[config.mk]
export PLATFORM = sky130hd
export DESIGN_NAME = frameTimer
export DESIGN_NICKNAME = d
export VERILOG_FILES = /design/src/logic/ppuPkg.sv /design/src/logic/frameTimer.sv
export VERILOG_INCLUDE_DIRS = /design/src /design/src/logic
export SDC_FILE = /design/constraint.sdc
export NUM_CORES = 1
export LEC_CHECK = 0
export CORE_ASPECT_RATIO = 1.2
export CORE_UTILIZATION = 54
export DETAILED_ROUTE_END_ITERATION = 12
export DONT_BUFFER_PORTS = 1
export PLACE_DENSITY = 0.72
export SYNTH_ARGS = -nofsm -noshare
export SYNTH_HDL_FRONTEND = slang
export SYNTH_SLANG_ARGS = --single-unit
[constraint.sdc]
create_clock -name ppuCLK_div4 -period 1.55 [get_ports ppuCLK_div4]
set_input_delay 0.155 -clock ppuCLK_div4 [delete_from_list [all_inputs] [get_ports ppuCLK_div4]]
set_output_delay 0.155 -clock ppuCLK_div4 [all_outputs]
set_load 0.02 [all_outputs]
[src/logic/ppuBus_defs.svh]
`ifndef PPU_BUS_DEFS_SVH
`define PPU_BUS_DEFS_SVH

// ************************************************************
// frame timing
// ************************************************************

// cycles per line and lines per frame
`define PPU_LINE_CYCLES 341
`define PPU_FRAME_LINES 262

// vblank starts here
`define PPU_VBLANK_LINE 241
// and ends here
`define PPU_PRERENDER_LINE 261

// ************************************************************
// bus widths and address map
// ************************************************************

`define PPU_DATA_WIDTH 8
`define PPU_ADDR_WIDTH 14

// palette is mapped at the top of VRAM space but lives on chip
`define PPU_PALETTE_BASE 14'h3F00
`define PPU_PALETTE_ENTRIES 32

// VRAM address step for register 7 when control bit 2 is set
`define PPU_INC_WIDE 32

`endif

[src/logic/ppuPkg.sv]
`default_nettype none

package ppuPkg;

	// external VRAM bus sequencer states
	typedef enum logic [1:0]
	{
		busIdle      = 2'd0,
		busAddrLatch = 2'd1,
		busWrite     = 2'd2,
		busRead      = 2'd3
	} ppuBusState;

	// CPU visible register indices
	typedef enum logic [2:0]
	{
		regCtrl    = 3'd0,
		regMask    = 3'd1,
		regStatus  = 3'd2,
		regOamAddr = 3'd3,
		regOamData = 3'd4,
		regScroll  = 3'd5,
		regAddr    = 3'd6,
		regData    = 3'd7
	} ppuRegIndex;

endpackage

`default_nettype wire

[src/logic/frameTimer.sv]
`timescale 1ns/1ns
`default_nettype none

`include "ppuBus_defs.svh"

module frameTimer
	import ppuPkg::*;
(
	input wire logic ppuCLK_div4,
	input wire logic reset_ppuCLK_div4,
	input wire logic ctrlNmiEnable,
	input wire logic statusRead,
	output logic vblank,
	output logic cpuIntN
);

	logic [8:0] hCount;
	logic [8:0] vCount;
	logic lineEnd;
	logic vblankStart;

	assign lineEnd = (hCount == `PPU_LINE_CYCLES - 1);

	// the edge that moves the count to line 241, cycle 0
	assign vblankStart = lineEnd && (vCount == `PPU_VBLANK_LINE - 1);

	// ************************************************************
	// line and frame counters
	// ************************************************************

	always_ff @(posedge ppuCLK_div4, negedge reset_ppuCLK_div4)
	begin
		if (!reset_ppuCLK_div4)
		begin
			hCount <= '0;
			vCount <= '0;
		end
		else if (!lineEnd)
			hCount <= hCount + 9'd1;
		else
		begin
			hCount <= '0;
			if (vCount == `PPU_FRAME_LINES - 1)
				vCount <= '0;
			else
				vCount <= vCount + 9'd1;
		end
	end

	// vblank flag and interrupt share set and clear conditions
	always_ff @(posedge ppuCLK_div4, negedge reset_ppuCLK_div4)
	begin
		if (!reset_ppuCLK_div4)
		begin
			vblank <= 1'b0;
			cpuIntN <= 1'b1;
		end
		else if (vblankStart)
		begin
			vblank <= 1'b1;
			// interrupt only if the CPU asked for it
			cpuIntN <= ~ctrlNmiEnable;
		end
		else if (statusRead || (vCount == `PPU_PRERENDER_LINE))
		begin
			vblank <= 1'b0;
			cpuIntN <= 1'b1;
		end
	end

endmodule

`default_nettype wire

## Word-level counts from Yosys, hierarchy flattened

Index checks and enable logic that the tools add are counted.

- Register bits after elaboration: 20
- Input port bits: 4
- Word-level logic and storage cells: 19

- Add/subtract/negate cells: 2
- Equal/unequal tests: 3
- Multiplexer cells: 6
- Bitwise operators: 1
- Reduce and logical (&&, ||, !) cells: 3

Operators by type and width:

| operator | count |
|---|---|
| $add 9x1->9 const B | 2 |
| $eq 9x9->1 const B | 2 |
| $mux 9 | 2 |
| $eq 9x8->1 const B | 1 |
| $mux 1 | 4 |
| $reduce_bool 2->1 | 1 |
| $logic_and 1x1->1 | 1 |
| $logic_or 1x1->1 | 1 |
| $not 1->1 | 1 |

## Depth between registers and ports, before layout

- Depth after elaboration: 4
- Mapped depth: 7

## Worst setup path after synthesis

Ideal clock, no wire load.

- Kind: reg2reg
- Start point: reg hCount[0]
- End point: reg vCount[3]
- Arrival: 1.466 ns
- Slack: -0.041 ns
- Cell stages (with the launch flop): 8
- Path buffers: 1
- Clock period less this slack: 1.591 ns
- Cell sequence: dfrtp_1 -> inv_1 -> ha_1 -> nand4b_1 -> or2_1 -> clkbuf_2 -> nor2_1 -> mux2_2

- Longest elaborated chain between the ends: 1

RTL lines:

| what | line | RTL |
|---|---|---|
| start: declaration | frameTimer.sv:17 | `logic [8:0] hCount;` |
| start signal: assignment | frameTimer.sv:39 | `hCount <= hCount + 9'd1;` |
| $eq 9x9->1 | frameTimer.sv:22 | `` assign lineEnd = (hCount == `PPU_LINE_CYCLES - 1); `` |
| end signal: assignment | frameTimer.sv:46 | `vCount <= vCount + 9'd1;` |
| end: declaration | frameTimer.sv:18 | `logic [8:0] vCount;` |

Every way passes these cells.
A chain may end at the register's enable or synchronous reset.

## Worst setup path in the final report

Ends and elaborated chain as after synthesis.

==> flow_metrics.py <==
metrics = {
    "outcome": {
        "outcome": "finished clean",
    },
    "timing": {
        "setup_viol": 0,
        "finalHoldViolations": 0,
        "slew_violations": 0,
        "setup_tns_ns": 0,
        "fmax_ghz": 0.652,
        "fin_crit_sh_pct": 98.9,
        "layout_min_cycle_time_ns": 1.53,
        "clock_skew_ns": 0.00565,
        "slew_headroom_pct": 40.3,
        "rsz0062_at_grt": "yes",
        "worstMarginPinSlew_ns": 0.893,
    },
    "logic_synthesis": {
        "synth_seq_cells": 20,
        "yosysTopAreaCell": "dfrtp_1",
        "syn_nets": 113,
        "synth_compound_area_share_pct": 7.93,
        "yosysMostFrequentCell": "dfrtp_1",
        "ys_seq_area_share_pct": 46.8,
        "syn_avg_cell_area_um2": 10.3,
        "synth_xor_area_share_pct": 7.35,
        "synth.top_cell.area_share_pct": 44.3,
        "synth_top_family_by_area": "simple AND/OR/NAND/NOR gates",
        "synth_cells": 104,
        "muxShareOfSynthArea_pct": 1.98,
        "synth_enable_flop_cells": 0,
        "ys_warn_count": 0,
        "synth.distinct_cells": 37,
        "synth_ff_type": "dfrtp_1",
        "synth-simple-area-share_pct": 25.4,
        "synthTopCellsByArea": "dfrtp_1 44%, ha_1 5.8%, xor2_1 4.9%",
        "synth_adder_area_share_pct": 5.83,
        "synth_commonest_cells": "19 x dfrtp_1, 13 x nor2_1, 8 x nand3_1",
        "syn_area_um2": 1070,
        "async_flop_share_pct": 100,
    },
    "final_layout": {
        "nets": 131,
        "diodes": 0,
        "fill_cells": 145,
        "area_growth_pct": 17.3,
        "utilization_pct": 68.0,
        "final-instance-count-excl-fill": 140,
        "drive_above_1_share_pct": 26.4,
    },
    "grt": {
        "grt_first_pass_wirelength_um": 3460,
        "grt_max_degree": 21,
        "grt_usage_pct": 21.1,
        "antenna_found_initial": 0,
        "grt_overflow_total": 0,
        "grt_pass1_vias": 801,
    },
    "flow_run": {
        "cap_violations": 0,
    },
    "setup_path": {
        "worst-setup-path-type": "flip-flop to flip-flop",
        "regToRegSetupSlack_ns": 0.02,
        "reg2reg_to": "vCount[3]$_DFFE_PN0N_",
        "cp_cell_sequence": "inv_1, ha_1, nand4b_1, or2_4, nor2_4, mux2_4",
        "cp.required_ns": 1.74,
        "crit_path_end_kind": "flip-flop",
        "crit_path_max_fanout": 8,
        "r2r-start": "hCount[0]$_DFF_PN0_",
        "startpoint": "hCount[0]$_DFF_PN0_",
        "start_kind": "flip-flop",
        "slowest_delay_ns": 0.39,
        "cpMaxStageDelayCell": "dfrtp_1",
        "cp.arrival_ns": 1.72,
        "rr_worst_depth": 6,
    },
    "cts": {
        "clock_path_buffers": 2,
        "path_clk_slew_ns": 0.11,
        "numCtsBuffers": 3,
        "cts.sinks": 20,
        "clk_latency_ns": 0.29,
        "cts_tree": "done",
        "htree_num_levels": 1,
        "cts_root_buf": "clkbuf_4",
    },
    "floorplanning": {
        "initial_utilization_pct": 57.9,
        "die_h_um": 50.8,
        "dieArea_um2": 2170,
        "chipWidth_um": 42.7,
        "coreArea_um2": 1850,
        "io-pin-count": 6,
        "num_rows": 17,
    },
    "power_and_ir_drop": {
        "p_per_area_nw_per_um2": 662,
        "p_comb_share_pct": 1.9,
        "peakVddDrop_uv": 438,
        "seqPwrFrac_pct": 62.6,
        "p_sw_share_pct": 19.6,
        "clkPwrFrac_pct": 35.5,
        "p_leak_uw": 0.000575,
        "internal_power_uw": 670,
        "p_switching_uw": 163,
    },
    "drt": {
        "drt_iter0_drc": 17,
        "drtAntennaViolNets": 0,
        "route.detailed.drc": 0,
        "routed_wl_um": 2010,
        "wire_per_inst_um": 14.3,
        "drt-pass1-iter-count": 4,
        "via_per_inst": 5.73,
        "dr_total_vias": 802,
    },
    "hold_path": {
        "hp-class": "primary input to flip-flop",
        "min_from": "statusRead",
        "min_path_cells": 2,
        "worstHoldEndpoint": "cpuIntN$_DFFE_PN1P_",
    },
    "placed_design": {
        "io_buffers": 0,
        "gp_congestion": 0.814,
        "dpl.cell_count": 132,
        "dp_hpwl_um": 1440,
    },
}
==> cell usage in the layout, fill, tap and decap left out, types with 2 or more instances in the layout <==
cell	n
o21ai_0	4
buf_4	13
nor2_1	11
and3_1	2
nand2_1	4
o21ai_1	3
dfrtp_1	18
nand3_1	8
dlygate4sd3_1	3
xor2_1	6
xnor2_1	3
clkbuf_4	3
o31ai_1	2
ha_1	4
nand4_1	3
inv_1	6
==> repair_timing <==
item                                    in CTS  in global routing
cloned                                       0                  0
endpoints found under the setup margin       1                  4
pin swaps                                    0                  2
hold buffers                                 3                  0
buffers inserted                             0                  1
gates resized for setup                      1                  6
hold endpoints to repair                    22                  0
==> worst max-delay path, delay by kind of cell (launching register included) <==
family                   cells  cell delay (ns)
multiplexers                 1             0.29
adder cells (fa/ha/maj)      1             0.14
buffers and inverters        1             0.06
flip-flops                   1             0.39
AND/OR/NAND/NOR              3             0.55
==> logic make-up after synthesis <==
logic type,Yosys count
DFF,20
adders and majority gates,5
and+or+nand+nor,44
muxes,2
buffers and inverters,10
AOI/OAI and AO/OA,14
xor gates and xnor gates,9
==> stage by stage <==
stage	worst slack [ns]	hold WS, ns	power, µW	cell area, µm²
floorplan	-0.00728	-0.141	532	1090
global placement	0.0179	-0.140	532	1170
detailed placement	-0.0372	-0.140	532	1170
CTS	0.0228	0.0455	843	1240
global route	-0.0481	0.0596	859	1260
finish	0.0170	0.0473	833	1260
==> power groups by stage <==
| stage | registers [µW] | logic (µW) | clock network [µW] |
|---|---|---|---|
| floorplan | 532 | 0.0923 | 0 |
| global placement | 532 | 0.0923 | 0 |
| detailed placement | 532 | 0.0923 | 0 |
| CTS | 522 | 16.5 | 305 |
| global route | 522 | 18.3 | 318 |
| finish | 522 | 15.7 | 295 |
==> sequential cells by signal, summed over array words and instances, names as in the netlist <==
signal / count
hCount: 9
vCount: 9
cpuIntN: 1
vblank: 1
==> metal layers <==
layer | global-route usage, % | routed length, µm
met3 | 2.12 | 36
met2 | 35.6 | 1070
met5 | 0 | 0
met4 | 7.81 | 17
met1 | 27.8 | 883
==> area by class of cell <==
class	instances	area (µm²)	area share (%)
clock buffer	4	36.3	2.89
tap	19	23.8	1.89
inverter	7	26.3	2.09
sequential	20	503	40.0
multi-input combinational	74	541	43.0
timing repair buffer	16	128	10.1
==> worst max-delay path by stage <==
stage                             to  slack (ns)  depth (start not counted)
3_3_place_gp   vCount[3]$_DFFE_PN0N_        0.02                          6
4_1_cts        vCount[3]$_DFFE_PN0N_        0.02                          6
2_1_floorplan  vCount[3]$_DFFE_PN0N_      -0.007                          7
5_1_grt        vCount[3]$_DFFE_PN0N_       -0.05                          6
6_report       vCount[3]$_DFFE_PN0N_        0.02                          6
3_5_place_dp   vCount[3]$_DFFE_PN0N_       -0.04                          6
Note: power is estimated with default switching activity, not from simulation.
