File: config.mk
export PLATFORM = sky130hd
export DESIGN_NAME = vramBusCtrl
export DESIGN_NICKNAME = d
export VERILOG_FILES = /design/src/logic/ppuPkg.sv /design/src/logic/vramBusCtrl.sv
export VERILOG_INCLUDE_DIRS = /design/src /design/src/logic
export SDC_FILE = /design/constraint.sdc
export NUM_CORES = 1
export LEC_CHECK = 0
export BUFFER_PORTS_ARGS = -buffer_cell sky130_fd_sc_hd__buf_2
export CORE_MARGIN = 3
export CORE_UTILIZATION = 46
export DETAILED_ROUTE_END_ITERATION = 6
export HOLD_SLACK_MARGIN = 0.05
export PLACE_DENSITY_LB_ADDON = 0.05
export SETUP_SLACK_MARGIN = 0.15
export SLEW_MARGIN = 20
export SYNTH_ARGS = -nofsm -noshare
export SYNTH_HDL_FRONTEND = slang
export SYNTH_SLANG_ARGS = --single-unit
File: constraint.sdc
create_clock -name ppuCLK_div4 -period 2.6 [get_ports ppuCLK_div4]
set_clock_uncertainty 0.2 [all_clocks]
set_input_delay 0.13 -clock ppuCLK_div4 [delete_from_list [all_inputs] [get_ports ppuCLK_div4]]
set_output_delay 0.13 -clock ppuCLK_div4 [all_outputs]
set_load 0.01 [all_outputs]
File: src/logic/ppuBus_defs.svh
`ifndef PPU_BUS_DEFS_SVH
`define PPU_BUS_DEFS_SVH

// ************************************************************
// frame timing
// ************************************************************

// cycles per line and lines per frame
`define PPU_LINE_CYCLES 341
`define PPU_FRAME_LINES 262

// vblank starts here
`define PPU_VBLANK_LINE 241
// and ends here
`define PPU_PRERENDER_LINE 261

// ************************************************************
// bus widths and address map
// ************************************************************

`define PPU_DATA_WIDTH 8
`define PPU_ADDR_WIDTH 14

// palette is mapped at the top of VRAM space but lives on chip
`define PPU_PALETTE_BASE 14'h3F00
`define PPU_PALETTE_ENTRIES 32

// VRAM address step for register 7 when control bit 2 is set
`define PPU_INC_WIDE 32

`endif

File: src/logic/ppuPkg.sv
`default_nettype none

package ppuPkg;

	// external VRAM bus sequencer states
	typedef enum logic [1:0]
	{
		busIdle      = 2'd0,
		busAddrLatch = 2'd1,
		busWrite     = 2'd2,
		busRead      = 2'd3
	} ppuBusState;

	// CPU visible register indices
	typedef enum logic [2:0]
	{
		regCtrl    = 3'd0,
		regMask    = 3'd1,
		regStatus  = 3'd2,
		regOamAddr = 3'd3,
		regOamData = 3'd4,
		regScroll  = 3'd5,
		regAddr    = 3'd6,
		regData    = 3'd7
	} ppuRegIndex;

endpackage

`default_nettype wire

File: src/logic/vramBusCtrl.sv
`timescale 1ns/1ns
`default_nettype none

`include "ppuBus_defs.svh"

module vramBusCtrl
	import ppuPkg::*;
(
	input wire logic ppuCLK_div4,
	input wire logic reset_ppuCLK_div4,
	input wire logic vramReq,
	input wire logic vramRw,
	input wire logic [`PPU_ADDR_WIDTH-1:0] vramAddr,
	input wire logic [`PPU_DATA_WIDTH-1:0] vramWrData,
	output logic vramDone,
	input wire logic [`PPU_DATA_WIDTH-1:0] ppuAdIn,
	output logic [`PPU_DATA_WIDTH-1:0] ppuAdOut,
	output logic ppuAdOe,
	output logic [5:0] ppuAUpper,
	output logic ppuAle,
	output logic ppuRdN,
	output logic ppuWrN,
	output logic ppuAdDir,
	output logic [`PPU_DATA_WIDTH-1:0] vramReadBuf
);

	ppuBusState busState;
	logic reqPending;

	assign reqPending = (vramReq != vramDone);

	// ************************************************************
	// bus sequencer
	// ************************************************************

	always_ff @(posedge ppuCLK_div4, negedge reset_ppuCLK_div4)
	begin
		if (!reset_ppuCLK_div4)
		begin
			busState <= busIdle;
			vramDone <= 1'b0;
		end
		else
		begin
			case (busState)
				busIdle:
					if (reqPending)
					begin
						busState <= busAddrLatch;
						vramDone <= ~vramDone;
					end
				busAddrLatch:
					busState <= vramRw ? busRead : busWrite;
				default:
					busState <= busIdle;
			endcase
		end
	end

	// address first, then write data on the same pins
	always_ff @(posedge ppuCLK_div4)
	begin
		if ((busState == busIdle) && reqPending)
		begin
			ppuAdOut <= vramAddr[7:0];
			ppuAUpper <= vramAddr[13:8];
		end
		else if (busState == busAddrLatch)
			ppuAdOut <= vramWrData;
	end

	// strobes decoded straight from the state
	assign ppuAle = (busState == busAddrLatch);
	assign ppuWrN = (busState != busWrite);
	assign ppuRdN = (busState != busRead);
	assign ppuAdOe = (busState == busAddrLatch) || (busState == busWrite);
	// high means the AD transceiver points out of the chip
	assign ppuAdDir = (busState != busRead);

	// sample mid strobe for setup margin
	always_ff @(negedge ppuCLK_div4, negedge reset_ppuCLK_div4)
	begin
		if (!reset_ppuCLK_div4)
			vramReadBuf <= '0;
		else if (busState == busRead)
			vramReadBuf <= ppuAdIn;
	end

endmodule

`default_nettype wire

After elaboration in Yosys (flattened, before gate mapping). Index checks and enable logic that the tools add are counted.

Input bits: 34. Logic and storage cells: 23. Flip-flop bits (word level): 25. Output and inout bits: 28.

Multiplexer cells: 5. Eq/ne operators: 7. Bitwise gates (word level): 1. Reduce and logical (&&, ||, !) cells: 5.

Operators by type and width (number): $mux W8 (2); $ne A2 B2 Y1 const B (3); $eq A2 B2 Y1 const B (2); $pmux W2 S2 (1); $eq A2 B1 Y1 const B (1); $logic_not A2 Y1 (1); $mux W2 (1); $reduce_and A2 Y1 (1); $reduce_bool A2 Y1 (1); $logic_and A1 B1 Y1 (1); $logic_or A1 B1 Y1 (1); $mux W1 (1); $ne A1 B1 Y1 (1); $not A1 Y1 (1).

Longest topological paths before layout. Gate-level depths: netlist (run 1).

Depth after elaboration: 3. Gate-level depth with buffers: 5. Depth with buffers taken out: 5.

==> results of run 1 <==
layout by cell type (no fill, tap or decap):
master and instances:
buf_2 61, dlygate4sd3_1 26, edfxtp_1 14, mux2_4 9, mux2_2 9, dfrtn_1 8
buf_4 6, inv_1 5, ha_1 4, dfrtp_1 3, clkbuf_4 3, xor2_2 1
nand2_4 1, and2_2 1, or2_2 1, or2_4 1, o21a_1 1, a21oi_1 1
mux2i_1 1, ha_4 1, clkbuf_1 1
Yosys cell counts, drive strengths merged:
| library cell | count |
|---|---|
| or2 | 2 |
| dfrtp | 3 |
| nand2 | 1 |
| ha | 5 |
| xor2 | 1 |
| edfxtp | 14 |
| a21oi | 1 |
| buf | 2 |
| mux2 | 18 |
| o21a | 1 |
| inv | 5 |
| mux2i | 1 |
| dfrtn | 8 |
| and2 | 1 |
cell type report:
type | count | share of cell area (%)
tap | 28 | 1.979
sequential | 25 | 39.29
inverter | 5 | 1.060
timing repair buffer | 93 | 34.49
multi-input combinational | 31 | 21.70
clock buffer | 4 | 1.484
how the worst max path moves through the flow:
stage | end | startpoint | slack, ns
floorplan | vramReadBuf[0]$_DFFE_NN0N_ | busState[1]$_DFFE_PN0P_ | -0.03
global placement | vramReadBuf[7]$_DFFE_NN0N_ | busState[0]$_DFFE_PN0P_ | -0.13
detailed placement | vramReadBuf[5]$_DFFE_NN0N_ | busState[0]$_DFFE_PN0P_ | -0.21
CTS | vramReadBuf[5]$_DFFE_NN0N_ | busState[1]$_DFFE_PN0P_ | -0.05
global route | vramReadBuf[3]$_DFFE_NN0N_ | busState[1]$_DFFE_PN0P_ | -0.09
finish | vramReadBuf[5]$_DFFE_NN0N_ | busState[1]$_DFFE_PN0P_ | -0.03
kinds of logic after synthesis:
logic type	share of synthesized area (%)
and+or+nand+nor	3.076
adders and majority gates	5.695
buffers and inverters	2.847
xor gates and xnor gates	1.481
AOI/OAI and AO/OA	1.139
DFF	63.33
muxes	22.44
routing by layer:
| layer | up-vias | track usage (%) | wire length, microns |
|---|---|---|---|
| li1 | 409 | - | - |
| met1 | 390 | 18.40 | 972 |
| met2 | 44 | 33.27 | 1357 |
| met3 | 7 | 4.905 | 220 |
| met4 | 0 | 9.544 | 69 |
| met5 | - | 0 | 0 |
report_power, final:
group / switching, W / leakage, nW / internal, W
sequential: 0.0000710 / 0.266 / 0.000654
combinational: 0.000436 / 0.580 / 0.000478
clock: 0.000111 / 0.0150 / 0.0000599
total: 0.000618 / 0.860 / 0.00119
worst max-delay path: stages, from the launching register on:
cell and delay [ns]:
dfrtp_1 0.41, ha_4 0.22, mux2_2 0.35
state kept, by name (all words and copies together) (netlist names):
| register | flops |
|---|---|
| busState | 2 |
| vramReadBuf | 8 |
| ppuAUpper | 6 |
| vramDone | 1 |
| ppuAdOut | 8 |
metrics by stage:
step	util [%]	setup WS (ns)	cells	TNS, ns	total power [W]
3_3_place_gp	64.54	-0.1262	152	-1.005	0.001539
2_1_floorplan	-	-0.02749	63	-0.2199	0.001275
4_1_cts	78.94	-0.04844	185	-0.3015	0.001806
6_report	79.27	-0.02893	186	-0.2003	0.001809
3_5_place_dp	64.54	-0.2061	152	-1.564	0.001568
5_1_grt	79.27	-0.08762	186	-0.6229	0.001938
timing repair:
action | CTS | global route
hold buffers | 26 | 0
pin swaps | 1 | 0
setup endpoints to repair | 16 | 16
hold endpoints to repair | 19 | 0
setup buffers | 3 | 1
gates resized for setup | 2 | 0
cloned | 0 | 0
==> results by group, run 1 <==
Floorplanning
  • # IOs: 62
  • Initial cell density of the core: 49.19%
  • Area of the placeable core: 2233 sq um
  • Row count: 17
  • Width of the chip: 54.87 microns
  • Chip Height: 54.87 microns
  • Die outline area: 3011 sq um

Place
  • DP Area: 1441 sq um
  • Number of I/O port buffers: 61
  • Post-detail-place hpwl: 1633 microns
  • Global placer's final weighted congestion: 0.6289

Synthesis
  • Share of synthesized area occupied by flip-flops and latches: 63.33%
  • Post-synthesis instance area: 1099 sq um
  • Area share of the leading cell type in the synthesized netlist: 38.27%
  • Post-Syn Area per Cell: 17.44 sq um
  • Biggest area contributors in the synthesized netlist: edfxtp_1 (38%), dfrtn_1 (18%), mux2_4 (12%), mux2_2 (9.2%), dfrtp_1 (6.8%)
  • Largest area contributor in the netlist: edfxtp_1
  • Number of warnings reported in the yosys synthesis log: 0
  • Number of nets produced by synthesis: 102
  • #FFs+latches synth: 25
  • Count of mapped cells out of synthesis: 63
  • Number of distinct library cells after synthesis: 17

Pwr
  • Peak supply drop: 0.7154 mV
  • Power per standard cell area: 1022 nW/um^2
  • Leakage dissipation: 0.8601 nW

Drt
  • Number of remaining DRC errors: 0
  • First-pass iteration count of the detailed router: 4
  • WL/cell: 14.08 microns
  • Number of DRC markers after the initial detailed-route iteration: 8
  • Antenna viol nets, final: 0
  • DR vias: 850
  • Number of vias per cell: 4.570
  • Total wire length after detailed routing: 2619 microns

Critical path
  • CP Data Arrival Time: 1.29 ns
  • Category of the worst setup path capture point: flip-flop
  • R2R Path End: vramReadBuf[5]$_DFFE_NN0N_
  • R2r startpoint: busState[1]$_DFFE_PN0P_
  • Critical path class: reg -> reg
  • Critical path peak fanout: 9
  • Critical Path Start Type: flip-flop
  • Required arrival time at the worst endpoint: 1.26 ns
  • Reg2Reg Setup Slack: -0.03 ns
  • Reg2reg path depth: 2

Min path
  • Instance count along the most critical hold path: 1
  • Hold_sp: vramReadBuf[1]$_DFFE_NN0N_
  • Hold path endpoint: vramReadBuf[1]$_DFFE_NN0N_
  • Hold/Removal Path Class: reg -> reg

STA
  • Transition time at the pin with the least slew margin: 0.2133 ns
  • RSZ-0062 raised after global routing: true
  • Final-report setup violation count: 8
  • Post-route worst hold slack: 0.2507 ns
  • Post-route setup slack: -0.02893 ns
  • Slew HR: 85.77%
  • Final number of max-transition violations: 0
  • Final-report hold violation count: 0

Run
  • MaxCap Viol Count: 0

Run status
  • Result of the run: finished with violations
  • Violations in the final reports: negative setup slack

Finish
  • Register area: 695.7 sq um
  • Fill cells: 126
  • Count of inserted antenna diode cells: 0
  • Area used by multi-input combinational logic: 384.1 sq um
  • Area growth from synthesis to layout: 61.16%
  • Share of cells above drive strength 1: 59.49%
  • Summed area of non-filler cells in the final layout: 1770 sq um
  • Net count reported at finish: 198

Global routing
  • Final global-route overflow total: 0
  • Total global routing track utilization: 18.16%
  • Global-route wire length before repair: 3588 microns
  • Initial antenna violation count: 0
  • Vias in the first global route: 795
  • Largest net degree at the start of global routing: 14

Clocking
  • Sinks on the clock net: 25
  • Insertion delay to the later sink of the worst-skew pair: 0.31 ns
  • Deepest clock path buffer count: 2
  • Clk slew on worst S/H paths: 0.13 ns
  • Number of H-tree levels: 1
  • CTS Root Cell: clkbuf_4
  • TritonCTS clock tree: built
  • Clock buffer count from CTS: 3
Power figures use the tool's default switching activity.
==> inputs of run 2 (changes only) <==
- CORE_UTILIZATION: 46 -> 39
- clock period: 2.6 -> 2.4 ns (I/O delays scaled with it)
==> run 2 against run 1 <==
The run still ends with negative setup slack left. Clock-buffer cell count did not move. Sequential cell count did not move. First-iteration DRC count rose to 3.6 times the previous value. Largest power group unchanged.
==> results by group, run 2 (same netlist as run 1, synthesis figures left out) <==
Run status
  • Result of the run: finished with violations
  • Violations in the final reports: negative setup slack

Pwr
  • Leakage dissipation: 0.8619 nW (+0.22%)
  • Peak supply drop: 0.7752 mV (+8.4%)
  • Power per standard cell area: 1095 nW/um^2 (+7.2%)

Global routing
  • Total global routing track utilization: 15.47% (-2.7 points)
  • Largest net degree at the start of global routing: 14 (unchanged)
  • Final global-route overflow total: 0 (unchanged)
  • Initial antenna violation count: 0 (unchanged)
  • Global-route wire length before repair: 3939 microns (+9.8%)
  • Vias in the first global route: 896 (+13%)

Finish
  • Final design utilization: 69.30% (-10 points)
  • Net count reported at finish: 198 (unchanged)
  • Fill cells: 200 (+59%)
  • Count of inserted antenna diode cells: 0 (unchanged)
  • Registers with the most flip-flops: ppuAdOut: 8 flops, vramReadBuf: 8 flops, ppuAUpper: 6 flops
  • Commonest cells after routing, fill and taps aside: buf_2 (60), dlygate4sd3_1 (26), edfxtp_1 (14)
  • Area growth from synthesis to layout: 61.96%
  • Share of cells above drive strength 1: 59.49% (unchanged)
  • Most common library cell in the layout ignoring fill and taps: buf_2

Clocking
  • Sinks on the clock net: 25 (unchanged)
  • CTS Root Cell: clkbuf_4
  • Number of H-tree levels: 1 (unchanged)
  • Deepest clock path buffer count: 2 (unchanged)
  • Clock buffer count from CTS: 3 (unchanged)
  • Clk slew on worst S/H paths: 0.12 ns (about the same)
  • TritonCTS clock tree: built
  • Insertion delay to the later sink of the worst-skew pair: 0.30 ns (about the same)

Drt
  • Antenna viol nets, final: 0 (unchanged)
  • First-pass iteration count of the detailed router: 4 (unchanged)
  • WL/cell: 12.36 microns (-12%)
  • Total wire length after detailed routing: 2324 microns (-11%)
  • DR vias: 836 (-1.6%)
  • Number of remaining DRC errors: 0 (unchanged)
  • Number of DRC markers after the initial detailed-route iteration: 29 (+21)
  • Number of vias per cell: 4.447 (-2.7%)

Critical path
  • Critical path launch point: busState[0]$_DFFE_PN0P_
  • R2r startpoint: busState[0]$_DFFE_PN0P_
  • Critical Path Start Type: flip-flop
  • Reg2reg path depth: 2 (unchanged)
  • End of the critical path: vramReadBuf[7]$_DFFE_NN0N_
  • Critical path class: reg -> reg
  • CP Data Arrival Time: 1.28 ns (about the same)
  • Category of the worst setup path capture point: flip-flop
  • R2R Path End: vramReadBuf[7]$_DFFE_NN0N_
  • Critical path peak fanout: 9 (unchanged)
  • Reg2Reg Setup Slack: -0.13 ns (-0.10 ns)
  • Required arrival time at the worst endpoint: 1.16 ns (-0.10 ns)

STA
  • Post-route worst hold slack: 0.2521 ns (+0.001353 ns)
  • Final-report setup violation count: 8 (unchanged)
  • Final-report hold violation count: 0 (unchanged)
  • Post-route setup slack: -0.1287 ns (-0.09974 ns)
  • Slew HR: 84.67% (-1.1 points)
  • Transition time at the pin with the least slew margin: 0.2298 ns (+0.01652 ns)
  • RSZ-0062 raised after global routing: true
  • Final number of max-transition violations: 0 (unchanged)

Floorplanning
  • Die outline area: 3490 sq um (+16%)
  • # IOs: 62 (unchanged)
  • Width of the chip: 59.08 microns (+7.7%)
  • Initial cell density of the core: 42.79% (-6.4 points)
  • Area of the placeable core: 2567 sq um (+15%)
  • Row count: 18 (+1)
  • Chip Height: 59.08 microns (+7.7%)

Place
  • Post-detail-place hpwl: 1622 microns (-0.65%)
  • Number of I/O port buffers: 61 (unchanged)
  • Global placer's final weighted congestion: 0.7056 (+12%)

Min path
  • Hold_sp: vramReadBuf[3]$_DFFE_NN0N_
  • Hold/Removal Path Class: reg -> reg

Run
  • MaxCap Viol Count: 0 (unchanged)
==> run 2: cell counts in the layout (fill, tap and decap cells not counted) <==
Identical to the previous run, type by type.
==> run 2: how the worst min path moves through the flow <==
stage / to / cells past startpoint
after floorplan: busState[0]$_DFFE_PN0P_ / 0
after global placement: vramDone$_DFFE_PN0P_ / 1
after detailed placement: vramDone$_DFFE_PN0P_ / 1
after CTS: vramReadBuf[3]$_DFFE_NN0N_ / 1
after global routing: vramReadBuf[0]$_DFFE_NN0N_ / 1
final: vramReadBuf[3]$_DFFE_NN0N_ / 1
==> run 2: critical path, stage by stage, from the launching register on <==
cell and delay, ns:
dfrtp_1 0.41, ha_4 0.22, mux2_2 0.35
==> run 2: final cells by class <==
type	count	area, sq um	share of cell area [%]
clock buffer	4	26.28	1.477
inverter	5	18.77	1.055
multi-input combinational	31	384.1	21.59
sequential	25	695.7	39.10
tap	30	37.54	2.110
timing repair buffer	93	616.8	34.67
==> run 2: what timing repair did <==
action	CTS	global route
buffers inserted	3	1
endpoints found under the hold margin	19	0
setup endpoints to repair	16	16
pin swaps	1	1
gates cloned	0	0
resized for setup	2	1
hold buffers	26	0
==> run 2: report_power, final <==
group | total [W] | internal [W] | switching [W]
registers | 0.000787 | 0.000708 | 0.0000789
logic | 0.000985 | 0.000527 | 0.000458
clock network | 0.000176 | 0.0000648 | 0.000111
total | 0.00195 | 0.00130 | 0.000648
==> run 2: per-layer routing <==
layer / track usage, % / vias up / part of all wire, %
li1: - / 409 / -
met1: 17.67 / 384 / 38
met2: 27.76 / 37 / 52
met3: 3.050 / 6 / 7.4
met4: 6.796 / 0 / 2.4
met5: 0 / - / 0
==> run 2: per-stage QoR <==
step	power, W	instances	setup TNS, ns	worst slack [ns]	area [sq um]
6_report	0.001948	188	-0.9965	-0.1287	1779
5_1_grt	0.002107	188	-1.591	-0.1847	1779
4_1_cts	0.001958	187	-1.054	-0.1379	1765
3_5_place_dp	0.001696	154	-2.198	-0.2849	1444
3_3_place_gp	0.001678	154	-1.943	-0.2435	1444
2_1_floorplan	0.001382	63	-1.020	-0.1275	1105
==> inputs of run 3 (changes only) <==
- CORE_UTILIZATION: 39 -> 46
- clock period: 2.4 -> 3.3 ns (I/O delays scaled with it)
==> run 3 against run 2 <==
The flow now finishes without violations. Wire length is essentially flat. Via count fell by 5.3%. Setup slack improved by 0.40 ns. Non-clock buffer count decreased by 6. Sequential power is 27% lower. Core utilization up 8.0 points. First-iteration DRC count fell by 72%. Critical path type unchanged. Critical endpoint unchanged. Largest cell class unchanged.
==> results by group, run 3 (same netlist as run 1, synthesis figures left out) <==
Pwr
  • Power per standard cell area: 814.2 nW/um^2 (-26%)
  • Peak supply drop: 0.5252 mV (-32%)
  • Post-layout total power: 0.001406 W (-28%)
  • Leakage dissipation: 0.8291 nW (-3.8%)

Finish
  • Area growth from synthesis to layout: 57.18%
  • Share of cells above drive strength 1: 58.55% (-0.94 points)
  • Registers with the most flip-flops: ppuAdOut: 8 flops, vramReadBuf: 8 flops, ppuAUpper: 6 flops
  • Net count reported at finish: 192 (-3.0%)
  • Commonest cells after routing, fill and taps aside: buf_2 (61), dlygate4sd3_1 (26), edfxtp_1 (14)
  • Summed area of non-filler cells in the final layout: 1727 sq um (-3.0%)
  • Count of inserted antenna diode cells: 0 (unchanged)
  • Most common library cell in the layout ignoring fill and taps: buf_2

STA
  • Slew HR: 85.57% (+0.91 points)
  • Final number of max-transition violations: 0 (unchanged)
  • RSZ-0062 raised after global routing: false
  • Final-report hold violation count: 0 (unchanged)
  • Final-report setup violation count: 0 (-8)
  • Summed negative setup slack over all endpoints: 0 ns (+0.9965 ns)
  • Transition time at the pin with the least slew margin: 0.2162 ns (-0.01360 ns)
  • Post-route setup slack: 0.2738 ns (+0.4024 ns)

Drt
  • Number of DRC markers after the initial detailed-route iteration: 8 (-72%)
  • Number of vias per cell: 4.400 (-1.1%)
  • Number of remaining DRC errors: 0 (unchanged)
  • First-pass iteration count of the detailed router: 4 (unchanged)
  • Total wire length after detailed routing: 2325 microns (about the same)
  • DR vias: 792 (-5.3%)
  • Antenna viol nets, final: 0 (unchanged)
  • WL/cell: 12.92 microns (+4.5%)

Clocking
  • Clock buffer count from CTS: 3 (unchanged)
  • Sinks on the clock net: 25 (unchanged)
  • Number of H-tree levels: 1 (unchanged)
  • TritonCTS clock tree: built
  • Clk slew on worst S/H paths: 0.12 ns (about the same)
  • CTS Root Cell: clkbuf_4
  • Post-CTS setup buffer count: 0 (-3)
  • Deepest clock path buffer count: 2 (unchanged)
  • Insertion delay to the later sink of the worst-skew pair: 0.30 ns (about the same)

Critical path
  • Critical Path Start Type: flip-flop
  • Critical path class: reg -> reg
  • Required arrival time at the worst endpoint: 1.60 ns (+0.44 ns)
  • Crit-path leading delay family: flip-flops
  • Critical path peak fanout: 9 (unchanged)
  • Cell-by-cell trace of the critical path: ha_4, mux2_2
  • Category of the worst setup path capture point: flip-flop
  • Buffering stage count on the worst path with inverters included: 0 (unchanged)
  • Standard cell with the maximum stage delay on the critical path: dfrtp_1
  • CP Data Arrival Time: 1.32 ns (+0.04 ns)
  • Largest incremental delay on the critical path: 0.45 ns (+0.04 ns)

Global routing
  • Global-route wire length before repair: 3125 microns (-21%)
  • Vias in the first global route: 724 (-19%)
  • Initial antenna violation count: 0 (unchanged)
  • Total global routing track utilization: 15.21% (-0.26 points)
  • Largest net degree at the start of global routing: 15 (+1)
  • Final global-route overflow total: 0 (unchanged)

Place
  • DP Area: 1426 sq um (-1.2%)
  • Post-detail-place hpwl: 1609 microns (-0.81%)
  • Minimum setup slack after placement: 0.1005 ns (+0.3854 ns)
  • Global placer's final weighted congestion: 0.6637 (-5.9%)
  • Number of I/O port buffers: 61 (unchanged)

Min path
  • Hold/Removal Path Class: reg -> reg

Floorplanning
  • Row count: 17 (-1)
  • # IOs: 62 (unchanged)
  • Initial cell density of the core: 49.19% (+6.4 points)
  • Die outline area: 3011 sq um (-14%)
  • Width of the chip: 54.87 microns (-7.1%)
  • Chip Height: 54.87 microns (-7.1%)
  • Area of the placeable core: 2233 sq um (-13%)

Run status
  • Result of the run: completed

Run
  • MaxCap Viol Count: 0 (unchanged)
run 3: cell count changes in the layout (fill, tap and decap cells not counted):
| cell | previous run | this run |
|---|---|---|
| buf_4 | 6 | 0 |
| clkinvlp_2 | 0 | 1 |
| buf_2 | 60 | 61 |
| clkbuf_1 | 1 | 0 |
| buf_6 | 1 | 0 |
run 3: worst register-to-register path: cells and delay by family (launching register included):
kind	cells	cell delay, ns
DFF	1	0.45
adders and majority gates	1	0.23
muxes	1	0.35
run 3: cell type report:
class | instances | area, sq um
Inverter | 5 | 18.77
Fill cell | 147 | 506.7
Clock buffer | 3 | 22.52
Timing Repair Buffer | 87 | 565.5
Sequential cell | 25 | 695.7
Tap cell | 28 | 35.03
Multi-Input combinational cell | 31 | 384.1
Clock inverter | 1 | 5.005
run 3: per-layer routing:
layer	track usage, %	vias up	part of all wire, %
li1	-	395	-
met1	17.30	358	40
met2	25.79	37	50
met3	4.632	2	9.0
met4	7.054	0	0.99
met5	0	-	0
run 3: where the power goes:
part,internal [W],total [W],switching (W)
clock,0.0000445,0.000129,0.0000842
combinational,0.000371,0.000704,0.000333
sequential,0.000515,0.000573,0.0000585
total,0.000930,0.00141,0.000475
run 3: worst paths after layout:
path | startpoint | endpoint | slack, ns | cells after the start
setup reg to reg | busState[1]$_DFFE_PN0P_ | vramReadBuf[7]$_DFFE_NN0N_ | 0.27 | 2
max in group asynchronous | reset_ppuCLK_div4 | vramReadBuf[2]$_DFFE_NN0N_ | 1.12 | 2
hold / removal | vramReadBuf[2]$_DFFE_NN0N_ | vramReadBuf[2]$_DFFE_NN0N_ | 0.25 | 1
hold reg to reg | vramReadBuf[2]$_DFFE_NN0N_ | vramReadBuf[2]$_DFFE_NN0N_ | 0.25 | 1
min in group asynchronous | reset_ppuCLK_div4 | busState[1]$_DFFE_PN0P_ | 0.71 | 3
setup / recovery | busState[1]$_DFFE_PN0P_ | vramReadBuf[7]$_DFFE_NN0N_ | 0.27 | 2
run 3: repair_timing:
| item | 4_1_cts | 5_1_grt |
|---|---|---|
| hold buffers | 26 | 0 |
| resized for setup | 1 | 1 |
| hold endpoints to repair | 19 | 0 |
| gates cloned | 0 | 0 |
| endpoints found under the setup margin | 8 | 8 |
run 3: stage by stage:
stage | cells | hold WS, ns | utilization, %
global route | 180 | 0.2639 | 77.31
detailed placement | 150 | -0.1520 | 63.87
CTS | 180 | 0.2543 | 76.86
global placement | 150 | -0.1568 | 63.87
finish | 180 | 0.2517 | 77.31
floorplan | 63 | -0.3306 | -
