==> src/logic/ppuBus_defs.svh <==
`ifndef PPU_BUS_DEFS_SVH
`define PPU_BUS_DEFS_SVH

// ************************************************************
// frame timing
// ************************************************************

// cycles per line and lines per frame
`define PPU_LINE_CYCLES 341
`define PPU_FRAME_LINES 262

// vblank starts here
`define PPU_VBLANK_LINE 241
// and ends here
`define PPU_PRERENDER_LINE 261

// ************************************************************
// bus widths and address map
// ************************************************************

`define PPU_DATA_WIDTH 8
`define PPU_ADDR_WIDTH 14

// palette is mapped at the top of VRAM space but lives on chip
`define PPU_PALETTE_BASE 14'h3F00
`define PPU_PALETTE_ENTRIES 32

// VRAM address step for register 7 when control bit 2 is set
`define PPU_INC_WIDE 32

`endif

==> src/logic/ppuPkg.sv <==
`default_nettype none

package ppuPkg;

	// external VRAM bus sequencer states
	typedef enum logic [1:0]
	{
		busIdle      = 2'd0,
		busAddrLatch = 2'd1,
		busWrite     = 2'd2,
		busRead      = 2'd3
	} ppuBusState;

	// CPU visible register indices
	typedef enum logic [2:0]
	{
		regCtrl    = 3'd0,
		regMask    = 3'd1,
		regStatus  = 3'd2,
		regOamAddr = 3'd3,
		regOamData = 3'd4,
		regScroll  = 3'd5,
		regAddr    = 3'd6,
		regData    = 3'd7
	} ppuRegIndex;

endpackage

`default_nettype wire

==> src/logic/cpuRegFile.sv <==
`timescale 1ns/1ns
`default_nettype none

`include "ppuBus_defs.svh"

module cpuRegFile
	import ppuPkg::*;
(
	input wire logic ppuCLK_div4,
	input wire logic reset_ppuCLK_div4,
	input wire ppuRegIndex cpuA,
	input wire logic cpuRw,
	input wire logic cpuCsN,
	input wire logic [`PPU_DATA_WIDTH-1:0] cpuWrData,
	output logic [`PPU_DATA_WIDTH-1:0] cpuRdData,
	input wire logic vblank,
	output logic ctrlNmiEnable,
	output logic statusRead,
	output logic vramReq,
	output logic vramRw,
	output logic [`PPU_ADDR_WIDTH-1:0] vramAddr,
	output logic [`PPU_DATA_WIDTH-1:0] vramWrData,
	input wire logic [`PPU_DATA_WIDTH-1:0] vramReadBuf
);

	localparam int palIdxWidth = $clog2(`PPU_PALETTE_ENTRIES);
	localparam logic [`PPU_ADDR_WIDTH-1:0] incWide = `PPU_INC_WIDE;

	logic csPrevHigh;
	logic csTake;
	logic byteLatch;
	logic [`PPU_DATA_WIDTH-1:0] ctrlReg;
	logic [`PPU_DATA_WIDTH-1:0] maskReg;
	logic [`PPU_DATA_WIDTH-1:0] oamAddr;
	logic [`PPU_ADDR_WIDTH-1:0] vAddr;
	logic [`PPU_ADDR_WIDTH-1:0] addrStep;
	logic isPalette;
	logic [palIdxWidth-1:0] paletteIdx;
	logic [5:0] paletteRam [`PPU_PALETTE_ENTRIES];
	logic [`PPU_DATA_WIDTH-1:0] readMux;
	logic [`PPU_DATA_WIDTH-1:0] readHold;

	// ************************************************************
	// chip select qualification
	// ************************************************************

	// one action per chip select assertion
	always_ff @(posedge ppuCLK_div4, negedge reset_ppuCLK_div4)
	begin
		if (!reset_ppuCLK_div4)
			csPrevHigh <= 1'b1;
		else
			csPrevHigh <= cpuCsN;
	end

	assign csTake = !cpuCsN && csPrevHigh;
	assign statusRead = csTake && cpuRw && (cpuA == regStatus);
	assign ctrlNmiEnable = ctrlReg[7];

	assign addrStep = ctrlReg[2] ? incWide : `PPU_ADDR_WIDTH'(1);
	assign isPalette = (vAddr >= `PPU_PALETTE_BASE);

	// entry 0 is shared by all palettes with low nibble 0
	assign paletteIdx = (vAddr[3:0] == 4'h0) ? '0 : vAddr[palIdxWidth-1:0];

	// ************************************************************
	// register storage
	// ************************************************************

	always_ff @(posedge ppuCLK_div4, negedge reset_ppuCLK_div4)
	begin
		if (!reset_ppuCLK_div4)
		begin
			ctrlReg <= '0;
			maskReg <= '0;
			oamAddr <= '0;
			vAddr <= '0;
			byteLatch <= 1'b0;
		end
		else if (csTake)
		begin
			case (cpuA)
				regCtrl:
					if (!cpuRw)
						ctrlReg <= cpuWrData;
				regMask:
					if (!cpuRw)
						maskReg <= cpuWrData;
				regStatus:
					if (cpuRw)
						byteLatch <= 1'b0;
				regOamAddr:
					if (!cpuRw)
						oamAddr <= cpuWrData;
				regOamData:
					// no OAM behind this so only the address steps
					if (!cpuRw)
						oamAddr <= oamAddr + 8'd1;
				regScroll:
					byteLatch <= ~byteLatch;
				regAddr:
				begin
					byteLatch <= ~byteLatch;
					if (!cpuRw)
					begin
						if (!byteLatch)
							vAddr[13:8] <= cpuWrData[5:0];
						else
							vAddr[7:0] <= cpuWrData;
					end
				end
				regData:
					vAddr <= vAddr + addrStep;
				default:
				begin
				end
			endcase
		end
	end

	// palette writes stay on chip
	always_ff @(posedge ppuCLK_div4)
	begin
		if (csTake && !cpuRw && (cpuA == regData) && isPalette)
			paletteRam[paletteIdx] <= cpuWrData[5:0];
	end

	// ************************************************************
	// VRAM request toward the bus sequencer
	// ************************************************************

	always_ff @(posedge ppuCLK_div4, negedge reset_ppuCLK_div4)
	begin
		if (!reset_ppuCLK_div4)
		begin
			vramReq <= 1'b0;
			vramRw <= 1'b1;
		end
		else if (csTake && (cpuA == regData) && !isPalette)
		begin
			vramReq <= ~vramReq;
			vramRw <= cpuRw;
		end
	end

	always_ff @(posedge ppuCLK_div4)
	begin
		if (csTake && (cpuA == regData) && !isPalette)
		begin
			vramAddr <= vAddr;
			vramWrData <= cpuWrData;
		end
	end

	// ************************************************************
	// CPU read data
	// ************************************************************

	always_comb
	begin
		readMux = '0;
		case (cpuA)
			regCtrl:    readMux = ctrlReg;
			regMask:    readMux = maskReg;
			regStatus:  readMux = {vblank, 7'b0000000};
			regOamAddr: readMux = oamAddr;
			regOamData: readMux = '0;
			regScroll:  readMux = '0;
			regAddr:    readMux = byteLatch ? vAddr[7:0] : {2'b00, vAddr[13:8]};
			regData:    readMux = isPalette ? {2'b00, paletteRam[paletteIdx]} : vramReadBuf;
			default:    readMux = '0;
		endcase
	end

	// snapshot before this access changes status, address or latch
	always_ff @(posedge ppuCLK_div4)
	begin
		if (csTake)
			readHold <= readMux;
	end

	// presented to the CPU half a cycle later
	always_ff @(negedge ppuCLK_div4)
	begin
		cpuRdData <= readHold;
	end

endmodule

`default_nettype wire

==> config.mk <==
export PLATFORM = sky130hd
export DESIGN_NAME = cpuRegFile
export DESIGN_NICKNAME = d
export VERILOG_FILES = /design/src/logic/ppuPkg.sv /design/src/logic/cpuRegFile.sv
export VERILOG_INCLUDE_DIRS = /design/src /design/src/logic
export SDC_FILE = /design/constraint.sdc
export NUM_CORES = 1
export LEC_CHECK = 0
export CELL_PAD_IN_SITES_DETAIL_PLACEMENT = 1
export CELL_PAD_IN_SITES_GLOBAL_PLACEMENT = 1
export CORE_ASPECT_RATIO = 1.1
export CORE_MARGIN = 4
export CORE_UTILIZATION = 30
export CTS_CLUSTER_SIZE = 16
export DETAILED_ROUTE_END_ITERATION = 10
export DONT_BUFFER_PORTS = 1
export MAX_ROUTING_LAYER = met4
export PLACE_DENSITY_LB_ADDON = 0.1
export SYNTH_ARGS = -nofsm -noshare
export SYNTH_HDL_FRONTEND = slang
export SYNTH_SLANG_ARGS = --single-unit
==> constraint.sdc <==
create_clock -name ppuCLK_div4 -period 4.1 [get_ports ppuCLK_div4]
set_input_delay 0.205 -clock ppuCLK_div4 [delete_from_list [all_inputs] [get_ports ppuCLK_div4]]
set_output_delay 0.205 -clock ppuCLK_div4 [all_outputs]
set_load 0.03 [all_outputs]
# Yosys cells after proc, flatten, opt, wreduce, memory -nomap -nowiden
# Memories as Yosys holds them, arrays and structs flattened.
# Cells that the tools add are included.
# W data, S select, Z words.
dict set report word_totals {
  reg_bits 80
  mem_bits_rw 192
  inputBits 24
  out_inout_bits 34
  wordCells 73
  n_memories 1
}
dict set report op_classes {
  add_sub_neg 2
  n_lt_le_gt_ge 1
  eq_ne 13
  muxes 16
  bitwise_logic 3
  reduce_logical 24
}
# memory words width read_ports rd_ports_with_merged_regs write_ports line
set memory_table {}
lappend memory_table {paletteRam 32 6 1 0 1 cpuRegFile.sv:39} ;# logic [5:0] paletteRam [`PPU_PALETTE_ENTRIES];
# operator count
set op_table {}
lappend op_table {{$pmux W8 S7} 1}
lappend op_table {{$mux W8} 5}
lappend op_table {{$pmux W14 S2} 1}
lappend op_table {{$pmux W8 S2} 1}
lappend op_table {{$add A14 B6 Y14} 1}
lappend op_table {{$ge A14 B14 Y1 const B} 1}
lappend op_table {{$mux W14} 1}
lappend op_table {{$eq A3 B3 Y1 const B} 4}
lappend op_table {{$mux W6} 2}
lappend op_table {{$ne A2 B2 Y1 const B} 6}
lappend op_table {{$reduce_and A4 Y1} 3}
lappend op_table {{$reduce_and A3 Y1} 3}
lappend op_table {{$add A8 B1 Y8 const B} 1}
lappend op_table {{$logic_and A1 B1 Y1} 8}
lappend op_table {{$eq A3 B2 Y1 const B} 2}
lappend op_table {{$reduce_bool A2 Y1} 3}
lappend op_table {{$mux W5} 1}
lappend op_table {{$logic_not A4 Y1} 1}
lappend op_table {{$reduce_or A2 Y1} 2}
lappend op_table {{$eq A3 B1 Y1 const B} 1}
lappend op_table {{$logic_not A1 Y1} 3}
lappend op_table {{$logic_not A3 Y1} 1}
lappend op_table {{$mux W1} 3}
lappend op_table {{$not A1 Y1} 3}
lappend op_table {{$pmux W1 S2} 1}

# Logic depth before layout (Yosys ltp)
# Gate-level depths: netlist of run 1.
dict set report depth {
  ltp_word 7
  depth_mapped 9
  depth_no_buf 8
}

==> results.toml, run 1 <==
[sta]
maxSlewHeadroom_pct = 31.05
clock_skew_ps = 49.65
slew_viol_final = 0
worst_slew_pin_slew_ps = 1034
rsz0062_at_grt = "false"
setup_viol = 0
finalHoldViolations = 0
tns_ps = 0

[route]
wl_per_cell_um = 25.49
drt-total-wl_um = 32810
initialDrtViolationCount = 357
drt-vias-per-instance = 5.135
ant_nets = 0
remaining_drc_errors = 0
dr_total_vias = 6609
drt_pass1_iterations = 4

[grt]
first_global_vias = 7311
grt_start_max_net_pins = 43
grt_pass1_wl_um = 49110
gr-total-overflow = 0
track_usage_pct = 16.74
antenna_found_initial = 2

[final_layout]
final_cells = 1287
regArea_um2 = 7762
area_growth_pct = 16.52
fillers = 3785
drive_above_1_share_pct = 18.96
finalNetCount = 795
final_common_cell = "edfxtp_1"
final_cell_mix = "218 x edfxtp_1, 52 x nor2_1, 44 x nand2_1"
final_area_um2 = 13170
multiInputGateArea_um2 = 3258

[synth]
synth-edff-count = 218
async_flop_share_pct = 15.67
ys.flop_type = "edfxtp_1"
yosys_register_bits = 268
syn_avg_cell_area_um2 = 15.63
ys.warnings.count = 0
synth_area_um2 = 11300
syn_inst = 723
synth_cell_types = 66
ys_seq_area_share_pct = 68.68

[floorplan]
die_w_um = 193.0
start_util_pct = 30.43
dieHeight_um = 211.5
io_pins = 58
std_cell_rows = 74
coreArea_um2 = 37130
die_area_um2 = 40830

[clocking]
cts_root_buf = "clkbuf_16"
clk_pin_slew_ps = 70
h-tree-depth = 1
postCtsHoldBufs = 26
clock_latency_ps = 600
cts_made_buffers = 30
cts_resized = 0
cts_tree = "built"
cts_sinks = 268
post_cts.repair.setup_buffers = 0
clk_path_buf_depth = 3

[pwr]
ir_drop_mv = 0.3151
power.switching_mw = 2.032
power_density_nw_per_um2 = 545.7
comb_power_share_pct = 16.3
sw_frac_of_total_pct = 28.29
p_clk_share_pct = 36.8
p_seq_share_pct = 46.9
internal-power_mw = 5.152
power.total_mw = 7.184
p_leak_nw = 4.400

[job]
drv_cap = 0

[setup_path]
crit_fanout = 1
required_ps = 3890
reg2reg_depth = 5
startpoint_type = "flop"
r2r-start = "vAddr[0]$_DFFE_PN0P_"
cp.arrival_ps = 3150
rrSetupSlack_ps = 960
crit_type = "flop to primary output"
cp-end-kind = "primary output"
cp-startpoint = "cpuRdData[2]$_DFF_N_"
reg2reg_to = "readHold[1]$_DFFE_PP_"

[worst_hold_path]
whs_path_depth = 3
min_from = "cpuA[1]"
min_to = "readHold[5]$_DFFE_PP_"
worst_hold_path_type = "primary input to flop"

[placed_design]
post-place-cells = 1196
io_buffers = 0
gp_congestion = 0.8156
placement.cell_area_um2 = 11830
hpwl_um = 21560

[outcome]
status = "finished, final reports clean"
layout make-up:
cell class                      count  area share [%]
Timing Repair Buffer               45           3.650
Clock buffer                       38           6.092
Multi-Input combinational cell    402           24.75
Inverter                           12          0.3421
Tap cell                          494           4.695
Sequential cell                   268           58.96
Antenna cell                        2         0.03802
Clock inverter                     26           1.473
worst max-delay path by stage:
stage	to	cells after the start
floorplan	cpuRdData[0]	0
finish	cpuRdData[2]	0
global placement	readHold[1]$_DFFE_PP_	5
detailed placement	readHold[1]$_DFFE_PP_	5
CTS	cpuRdData[4]	0
global route	paletteRam[6][2]$_DFFE_PP_	2
cells by family (layout without fill, tap and decap cells):
kind of cell	after synthesis	in the layout	share of synthesized area [%]
other	1	4	0.03319
DFF	268	268	68.68
adders and majority gates	4	4	0.4430
muxes	80	80	12.46
buffers and inverters	54	121	2.514
and+or+nand+nor	176	176	7.575
xor gates and xnor gates	2	2	0.1551
AOI/OAI and AO/OA	138	138	8.140
synth_stat cells, drive strengths merged (4+ instances only):
cell type / instances / area [µm²]
nand2b: 6 / 37.54
o22ai: 15 / 93.84
nor2b: 14 / 87.58
and3: 9 / 56.30
a221oi: 11 / 102.6
o21ai: 30 / 150.1
nor3: 16 / 90.09
a211oi: 4 / 30.03
clkbuf: 18 / 67.56
nor2: 52 / 195.2
a22oi: 5 / 37.54
dfxtp: 8 / 160.2
edfxtp: 218 / 6546
nor4: 4 / 25.02
a22o: 6 / 52.55
mux4: 41 / 949.7
mux2i: 6 / 60.06
dfrtp: 40 / 1001
nand2: 44 / 165.2
nand3: 15 / 80.08
buf: 23 / 167.6
mux2: 33 / 397.9
inv: 13 / 48.80
a31oi: 4 / 25.02
ha: 4 / 50.05
a21oi: 33 / 168.9
sequential cells by signal (all words and copies together), names as in the netlist:
signal,count
maskReg,8
csPrevHigh,1
vramAddr,14
ctrlReg,8
oamAddr,8
vramReq,1
cpuRdData,8
vramRw,1
paletteRam,188
vramWrData,8
byteLatch,1
vAddr,14
readHold,8
layer usage:
metal / global-route usage, % / wire (µm)
met1: 20.23 / 13600
met2: 28.83 / 16920
met3: 2.902 / 1463
met4: 4.957 / 824
met5: - / 0
power groups by stage:
| stage | clock, mW | sequential, mW | combinational [mW] |
|---|---|---|---|
| 2_1_floorplan | 0.0135 | 3.26 | 0.890 |
| 3_3_place_gp | 0.0135 | 3.43 | 1.09 |
| 3_5_place_dp | 0.0135 | 3.43 | 1.10 |
| 4_1_cts | 2.73 | 3.38 | 1.20 |
| 5_1_grt | 2.86 | 3.40 | 1.28 |
| 6_report | 2.64 | 3.37 | 1.17 |
metrics by stage:
| stage | setup WS [ps] | hold slack [ps] | util [%] |
|---|---|---|---|
| floorplan | 1386 | -90.59 | - |
| global placement | 852.5 | -88.54 | 31.86 |
| detailed placement | 837.3 | -88.51 | 31.86 |
| CTS | 706.7 | 0.3599 | 35.45 |
| global route | 667.4 | 31.91 | 35.46 |
| finish | 746.3 | 43.30 | 35.46 |
(Power assumes the default switching activity.)
==> run 2, diff against run 1 <==
Clock period 4.1 ns to 3.5 ns, I/O delays scaled along.
==> run 2 against run 1 <==
  * Worst hold slack lost 16 ps
  * Die area unchanged
  * Global-route usage down 0.27 points
  * Register-to-register slack got worse by 260 ps
  * Critical path depth did not move
  * Clock-buffer cell count up 5
  * Non-clock buffer count is 16 higher
  * Final area increased by 1.1%
  * Final cell count is 1.2% higher
  * Critical endpoint is now cpuRdData[4]
==> results.toml, run 2 (synthesized netlist as in run 1, its figures left out) <==
[clocking]
cts_sinks = 268
postCtsHoldBufs = 29
h-tree-depth = 1
cts_root_buf = "clkbuf_16"
cts_resized = 0
clk_path_buf_depth = 3
clk_pin_slew_ps = 60
post_cts.repair.setup_buffers = 0
clock_latency_ps = 610
cts_tree = "built"
cts_made_buffers = 30

[sta]
worst_slew_pin_slew_ps = 928.8
maxSlewHeadroom_pct = 37.61
clock_skew_ps = 44.22
setup_viol = 0
rsz0062_at_grt = "false"
whs_ps = 27.56
tns_ps = 0
finalHoldViolations = 0
slew_viol_final = 0

[floorplan]
dieHeight_um = 211.5
die_w_um = 193.0
start_util_pct = 30.43
coreArea_um2 = 37130
io_pins = 58
die_area_um2 = 40830
std_cell_rows = 74

[final_layout]
largest_reg_flops = 188
final_area_um2 = 13310
top_register = "paletteRam"
area_growth_pct = 17.83
final_cell_mix = "218 x edfxtp_1, 52 x nor2_1, 44 x nand2_1"
final_util_pct = 35.86
finalNetCount = 811
final_common_cell = "edfxtp_1"
drive_above_1_share_pct = 19.83
reg_top3 = "paletteRam (188), vAddr (14), vramAddr (14)"
final_cells = 1302

[route]
drt-vias-per-instance = 5.104
drt_pass1_iterations = 5
dr_total_vias = 6646
wl_per_cell_um = 24.91
initialDrtViolationCount = 327
ant_nets = 0
remaining_drc_errors = 0
drt-total-wl_um = 32430

[setup_path]
worstSetupPathDepth = 0
reg2reg_depth = 6
startpoint_type = "flop"
crit_fanout = 1
cp-end-kind = "primary output"
required_ps = 3320
cp.arrival_ps = 2850
crit_type = "flop to primary output"

[pwr]
comb_power_share_pct = 16.9
power_density_nw_per_um2 = 639.0
ir_drop_mv = 0.3827
internal-power_mw = 6.113
p_leak_nw = 4.483
sw_frac_of_total_pct = 28.14
p_seq_share_pct = 45.8
p_clk_share_pct = 37.2
power.switching_mw = 2.394

[worst_hold_path]
worst_hold_path_type = "primary input to flop"
whs_path_depth = 2

[grt]
grt_start_max_net_pins = 43
track_usage_pct = 16.47
grt_pass1_wl_um = 48760
gr-total-overflow = 0
antenna_found_initial = 1
first_global_vias = 7324

[outcome]
status = "finished, final reports clean"

[placed_design]
hpwl_um = 21320
post-place-cells = 1209
placement.cell_area_um2 = 11940
io_buffers = 0
gp_congestion = 0.7803

[job]
drv_cap = 0
run 2: metrics by stage:
stage	power (mW)	setup WS, ps
3_5_place_dp	5.332	644.0
5_1_grt	8.888	421.3
2_1_floorplan	4.876	1116
4_1_cts	8.632	441.3
6_report	8.507	475.5
3_3_place_gp	5.320	660.6
run 2: final timing paths:
check / from / endpoint / slack (ps)
min in group asynchronous: reset_ppuCLK_div4 / vAddr[1]$_DFFE_PN0P_ / 140
max in group asynchronous: reset_ppuCLK_div4 / csPrevHigh$_DFF_PN1_ / 3080
worst min-delay path: cpuA[1] / vAddr[13]$_DFFE_PN0P_ / 30
worst max register to register: vAddr[0]$_DFFE_PN0P_ / readHold[5]$_DFFE_PP_ / 700
worst max-delay path: cpuRdData[4]$_DFF_N_ / cpuRdData[4] / 480
worst min register to register: ctrlReg[3]$_DFFE_PN0P_ / ctrlReg[3]$_DFFE_PN0P_ / 500
run 2: power groups by stage:
stage          clock network, mW  registers (mW)  logic [mW]
2_1_floorplan             0.0159            3.82        1.04
3_3_place_gp              0.0159            3.97        1.33
3_5_place_dp              0.0159            3.97        1.34
4_1_cts                     3.26            3.91        1.47
5_1_grt                     3.40            3.93        1.57
6_report                    3.17            3.90        1.44
run 2: routing by layer:
layer,up-vias,wire (µm),track usage (%)
li1,2980,-,-
met1,3463,14050,20.91
met2,155,16110,27.60
met3,48,1450,2.474
met4,0,825,4.664
met5,-,0,-
run 2: area by class of cell:
class                           instances  area, µm²
Clock inverter                         21      163.9
Tap cell                              494      618.1
Inverter                               12      45.04
Sequential cell                       268       7762
Multi-Input combinational cell        402       3258
Antenna cell                            1      2.502
Clock buffer                           43      842.1
Fill cell                            3774      23820
Timing Repair Buffer                   61      620.6
==> run 3, diff against run 2 <==
Settings changed: ABC_AREA from default to 1.
Clock period 3.5 ns to 2.8 ns, I/O delays scaled along.
==> run 3 against run 2 <==
  * Global-route usage grew 1.5 points
  * Clock power is 35% higher
  * Sequential share of layout area down 3.2 points
  * Synthesized cell count grew 68%
==> results.toml, run 3 <==
[outcome]
status = "finished, final reports clean"

[sta]
clock_skew_ps = 51.45
tns_ps = 0
setup_viol = 0
maxSlewHeadroom_pct = 55.66
finalHoldViolations = 0
rsz0062_at_grt = "false"
slew_viol_final = 0
worst_slew_pin_slew_ps = 662.7
final.setup.worst_slack_ps = 129.2

[synth]
synth_area_leaders = "edfxtp_1 56%, nand2_1 11%, dfrtp_1 8.5%, nor2_1 6.9%, inv_1 4.4%"
ys.warnings.count = 0
synth_commonest_cells = "340 x nand2_1, 222 x edfxtp_1, 217 x nor2_1"
yosys.area.top_type = "edfxtp_1"
async_flop_share_pct = 15.44
synth_area_um2 = 11800
synth.most_common_cell = "nand2_1"
synth-edff-count = 222
ys.flop_type = "edfxtp_1"
yosys_register_bits = 272
netlist.area_leader.share_pct = 56.48
syn_inst = 1212
ys_seq_area_share_pct = 66.77
synth_cell_types = 36
syn_avg_cell_area_um2 = 9.738

[grt]
grt_pass1_wl_um = 56800
first_global_vias = 9108
grt_start_max_net_pins = 48
gr-total-overflow = 0
antenna_found_initial = 0
track_usage_pct = 17.97

[final_layout]
final_util_pct = 37.18
largest_reg_flops = 192
reg_top3 = "paletteRam (192), vAddr (14), vramAddr (14)"
top_register = "paletteRam"
area_growth_pct = 21.21
final_cell_mix = "340 x nand2_1, 222 x edfxtp_1, 217 x nor2_1"
finalNetCount = 1345
fillers = 4416
drive_above_1_share_pct = 9.851
diodes = 0
final_common_cell = "nand2_1"

[clocking]
clk_pin_slew_ps = 60
cts_tree = "built"
clk_path_buf_depth = 3
cts_resized = 0
cts_sinks = 272
cts_root_buf = "clkbuf_16"
cts_made_buffers = 31
h-tree-depth = 1
post_cts.repair.setup_buffers = 0
clock_latency_ps = 600

[floorplan]
io_pins = 58
std_cell_rows = 75
die_area_um2 = 42580
coreArea_um2 = 38470
dieHeight_um = 216.0
die_w_um = 197.1
start_util_pct = 30.68

[placed_design]
gp_congestion = 0.7854
io_buffers = 0
hpwl_um = 25160
place_ws_ps = 226.3

[pwr]
power_density_nw_per_um2 = 779.6
ir_drop_mv = 0.5060
p_leak_nw = 6.005

[setup_path]
cp-end-kind = "primary output"
r2r-start = "vAddr[10]$_DFFE_PN0P_"
crit_type = "flop to primary output"
startpoint_type = "flop"
required_ps = 2660
cp-startpoint = "cpuRdData[7]$_DFF_N_"
crit_fanout = 1
cp.arrival_ps = 2530

[route]
drt-total-wl_um = 37280
drt_pass1_iterations = 5
wl_per_cell_um = 20.26
drt-vias-per-instance = 4.644
dr_total_vias = 8545
remaining_drc_errors = 0
ant_nets = 0
initialDrtViolationCount = 369

[job]
drv_cap = 0

[worst_hold_path]
worst_hold_path_type = "primary input to flop"
min_from = "cpuA[1]"
==> run 3: repair_timing <==
action | CTS | global route
hold buffers | 28 | 0
hold endpoints to repair | 289 | 0
endpoints found under the setup margin | 0 | 0
==> run 3: cell type report <==
cell class                      instances  area (µm²)  area share [%]
Clock buffer                           42       869.6           6.078
Tap cell                              500       625.6           4.373
Sequential cell                       272        7881           55.09
Inverter                              143       536.8           3.752
Multi-Input combinational cell        768        3264           22.82
Clock inverter                         22       222.7           1.557
Timing Repair Buffer                   93       905.9           6.332
==> run 3: worst paths after layout <==
kind	slack [ps]	to	cells past startpoint
setup / recovery	130	cpuRdData[7]	0
hold / removal	30	byteLatch$_DFFE_PN0P_	5
setup reg to reg	190	paletteRam[0][3]$_DFFE_PP_	11
hold reg to reg	480	ctrlReg[6]$_DFFE_PN0P_	2
max in group asynchronous	2420	vramRw$_DFFE_PN1P_	2
min in group asynchronous	110	vAddr[11]$_DFFE_PN0P_	2
==> run 3: routing by layer <==
| metal | track usage, % | share of wire, % | vias to the layer above |
|---|---|---|---|
| met4 | 3.907 | 1.8 | 0 |
| met3 | 2.760 | 4.4 | 44 |
| met5 | - | 0 | - |
| met1 | 22.23 | 43 | 4181 |
| met2 | 31.24 | 51 | 161 |
| li1 | - | - | 4159 |
==> run 3: kinds of logic (layout without fill, tap and decap cells) <==
| logic type | count (synthesis) | in the layout | share of synthesized area [%] |
|---|---|---|---|
| and+or+nand+nor | 590 | 590 | 19.43 |
| other | 1 | 6 | 0.03177 |
| adders and majority gates | 4 | 4 | 0.4241 |
| DFF | 272 | 272 | 66.77 |
| buffers and inverters | 177 | 300 | 5.735 |
| xor gates and xnor gates | 3 | 3 | 0.2227 |
| AOI/OAI and AO/OA | 165 | 165 | 7.389 |
==> run 3: report_power, final <==
| group | total [mW] | switching [mW] | internal [mW] | leakage [nW] |
|---|---|---|---|---|
| registers | 4.80 | 0.228 | 4.57 | 2.58 |
| logic | 2.08 | 1.45 | 0.633 | 2.85 |
| clock network | 4.27 | 1.64 | 2.63 | 0.576 |
==> run 3: stage by stage <==
step	hold WS [ps]	cell area (µm²)	total power, mW	instances
after floorplan	-155.6	11820	6.013	1217
after global placement	-154.2	12840	6.875	1749
after detailed placement	-154.2	12840	6.881	1749
after CTS	6.551	14310	11.35	1840
after global routing	10.61	14310	11.77	1840
final	32.52	14310	11.15	1840
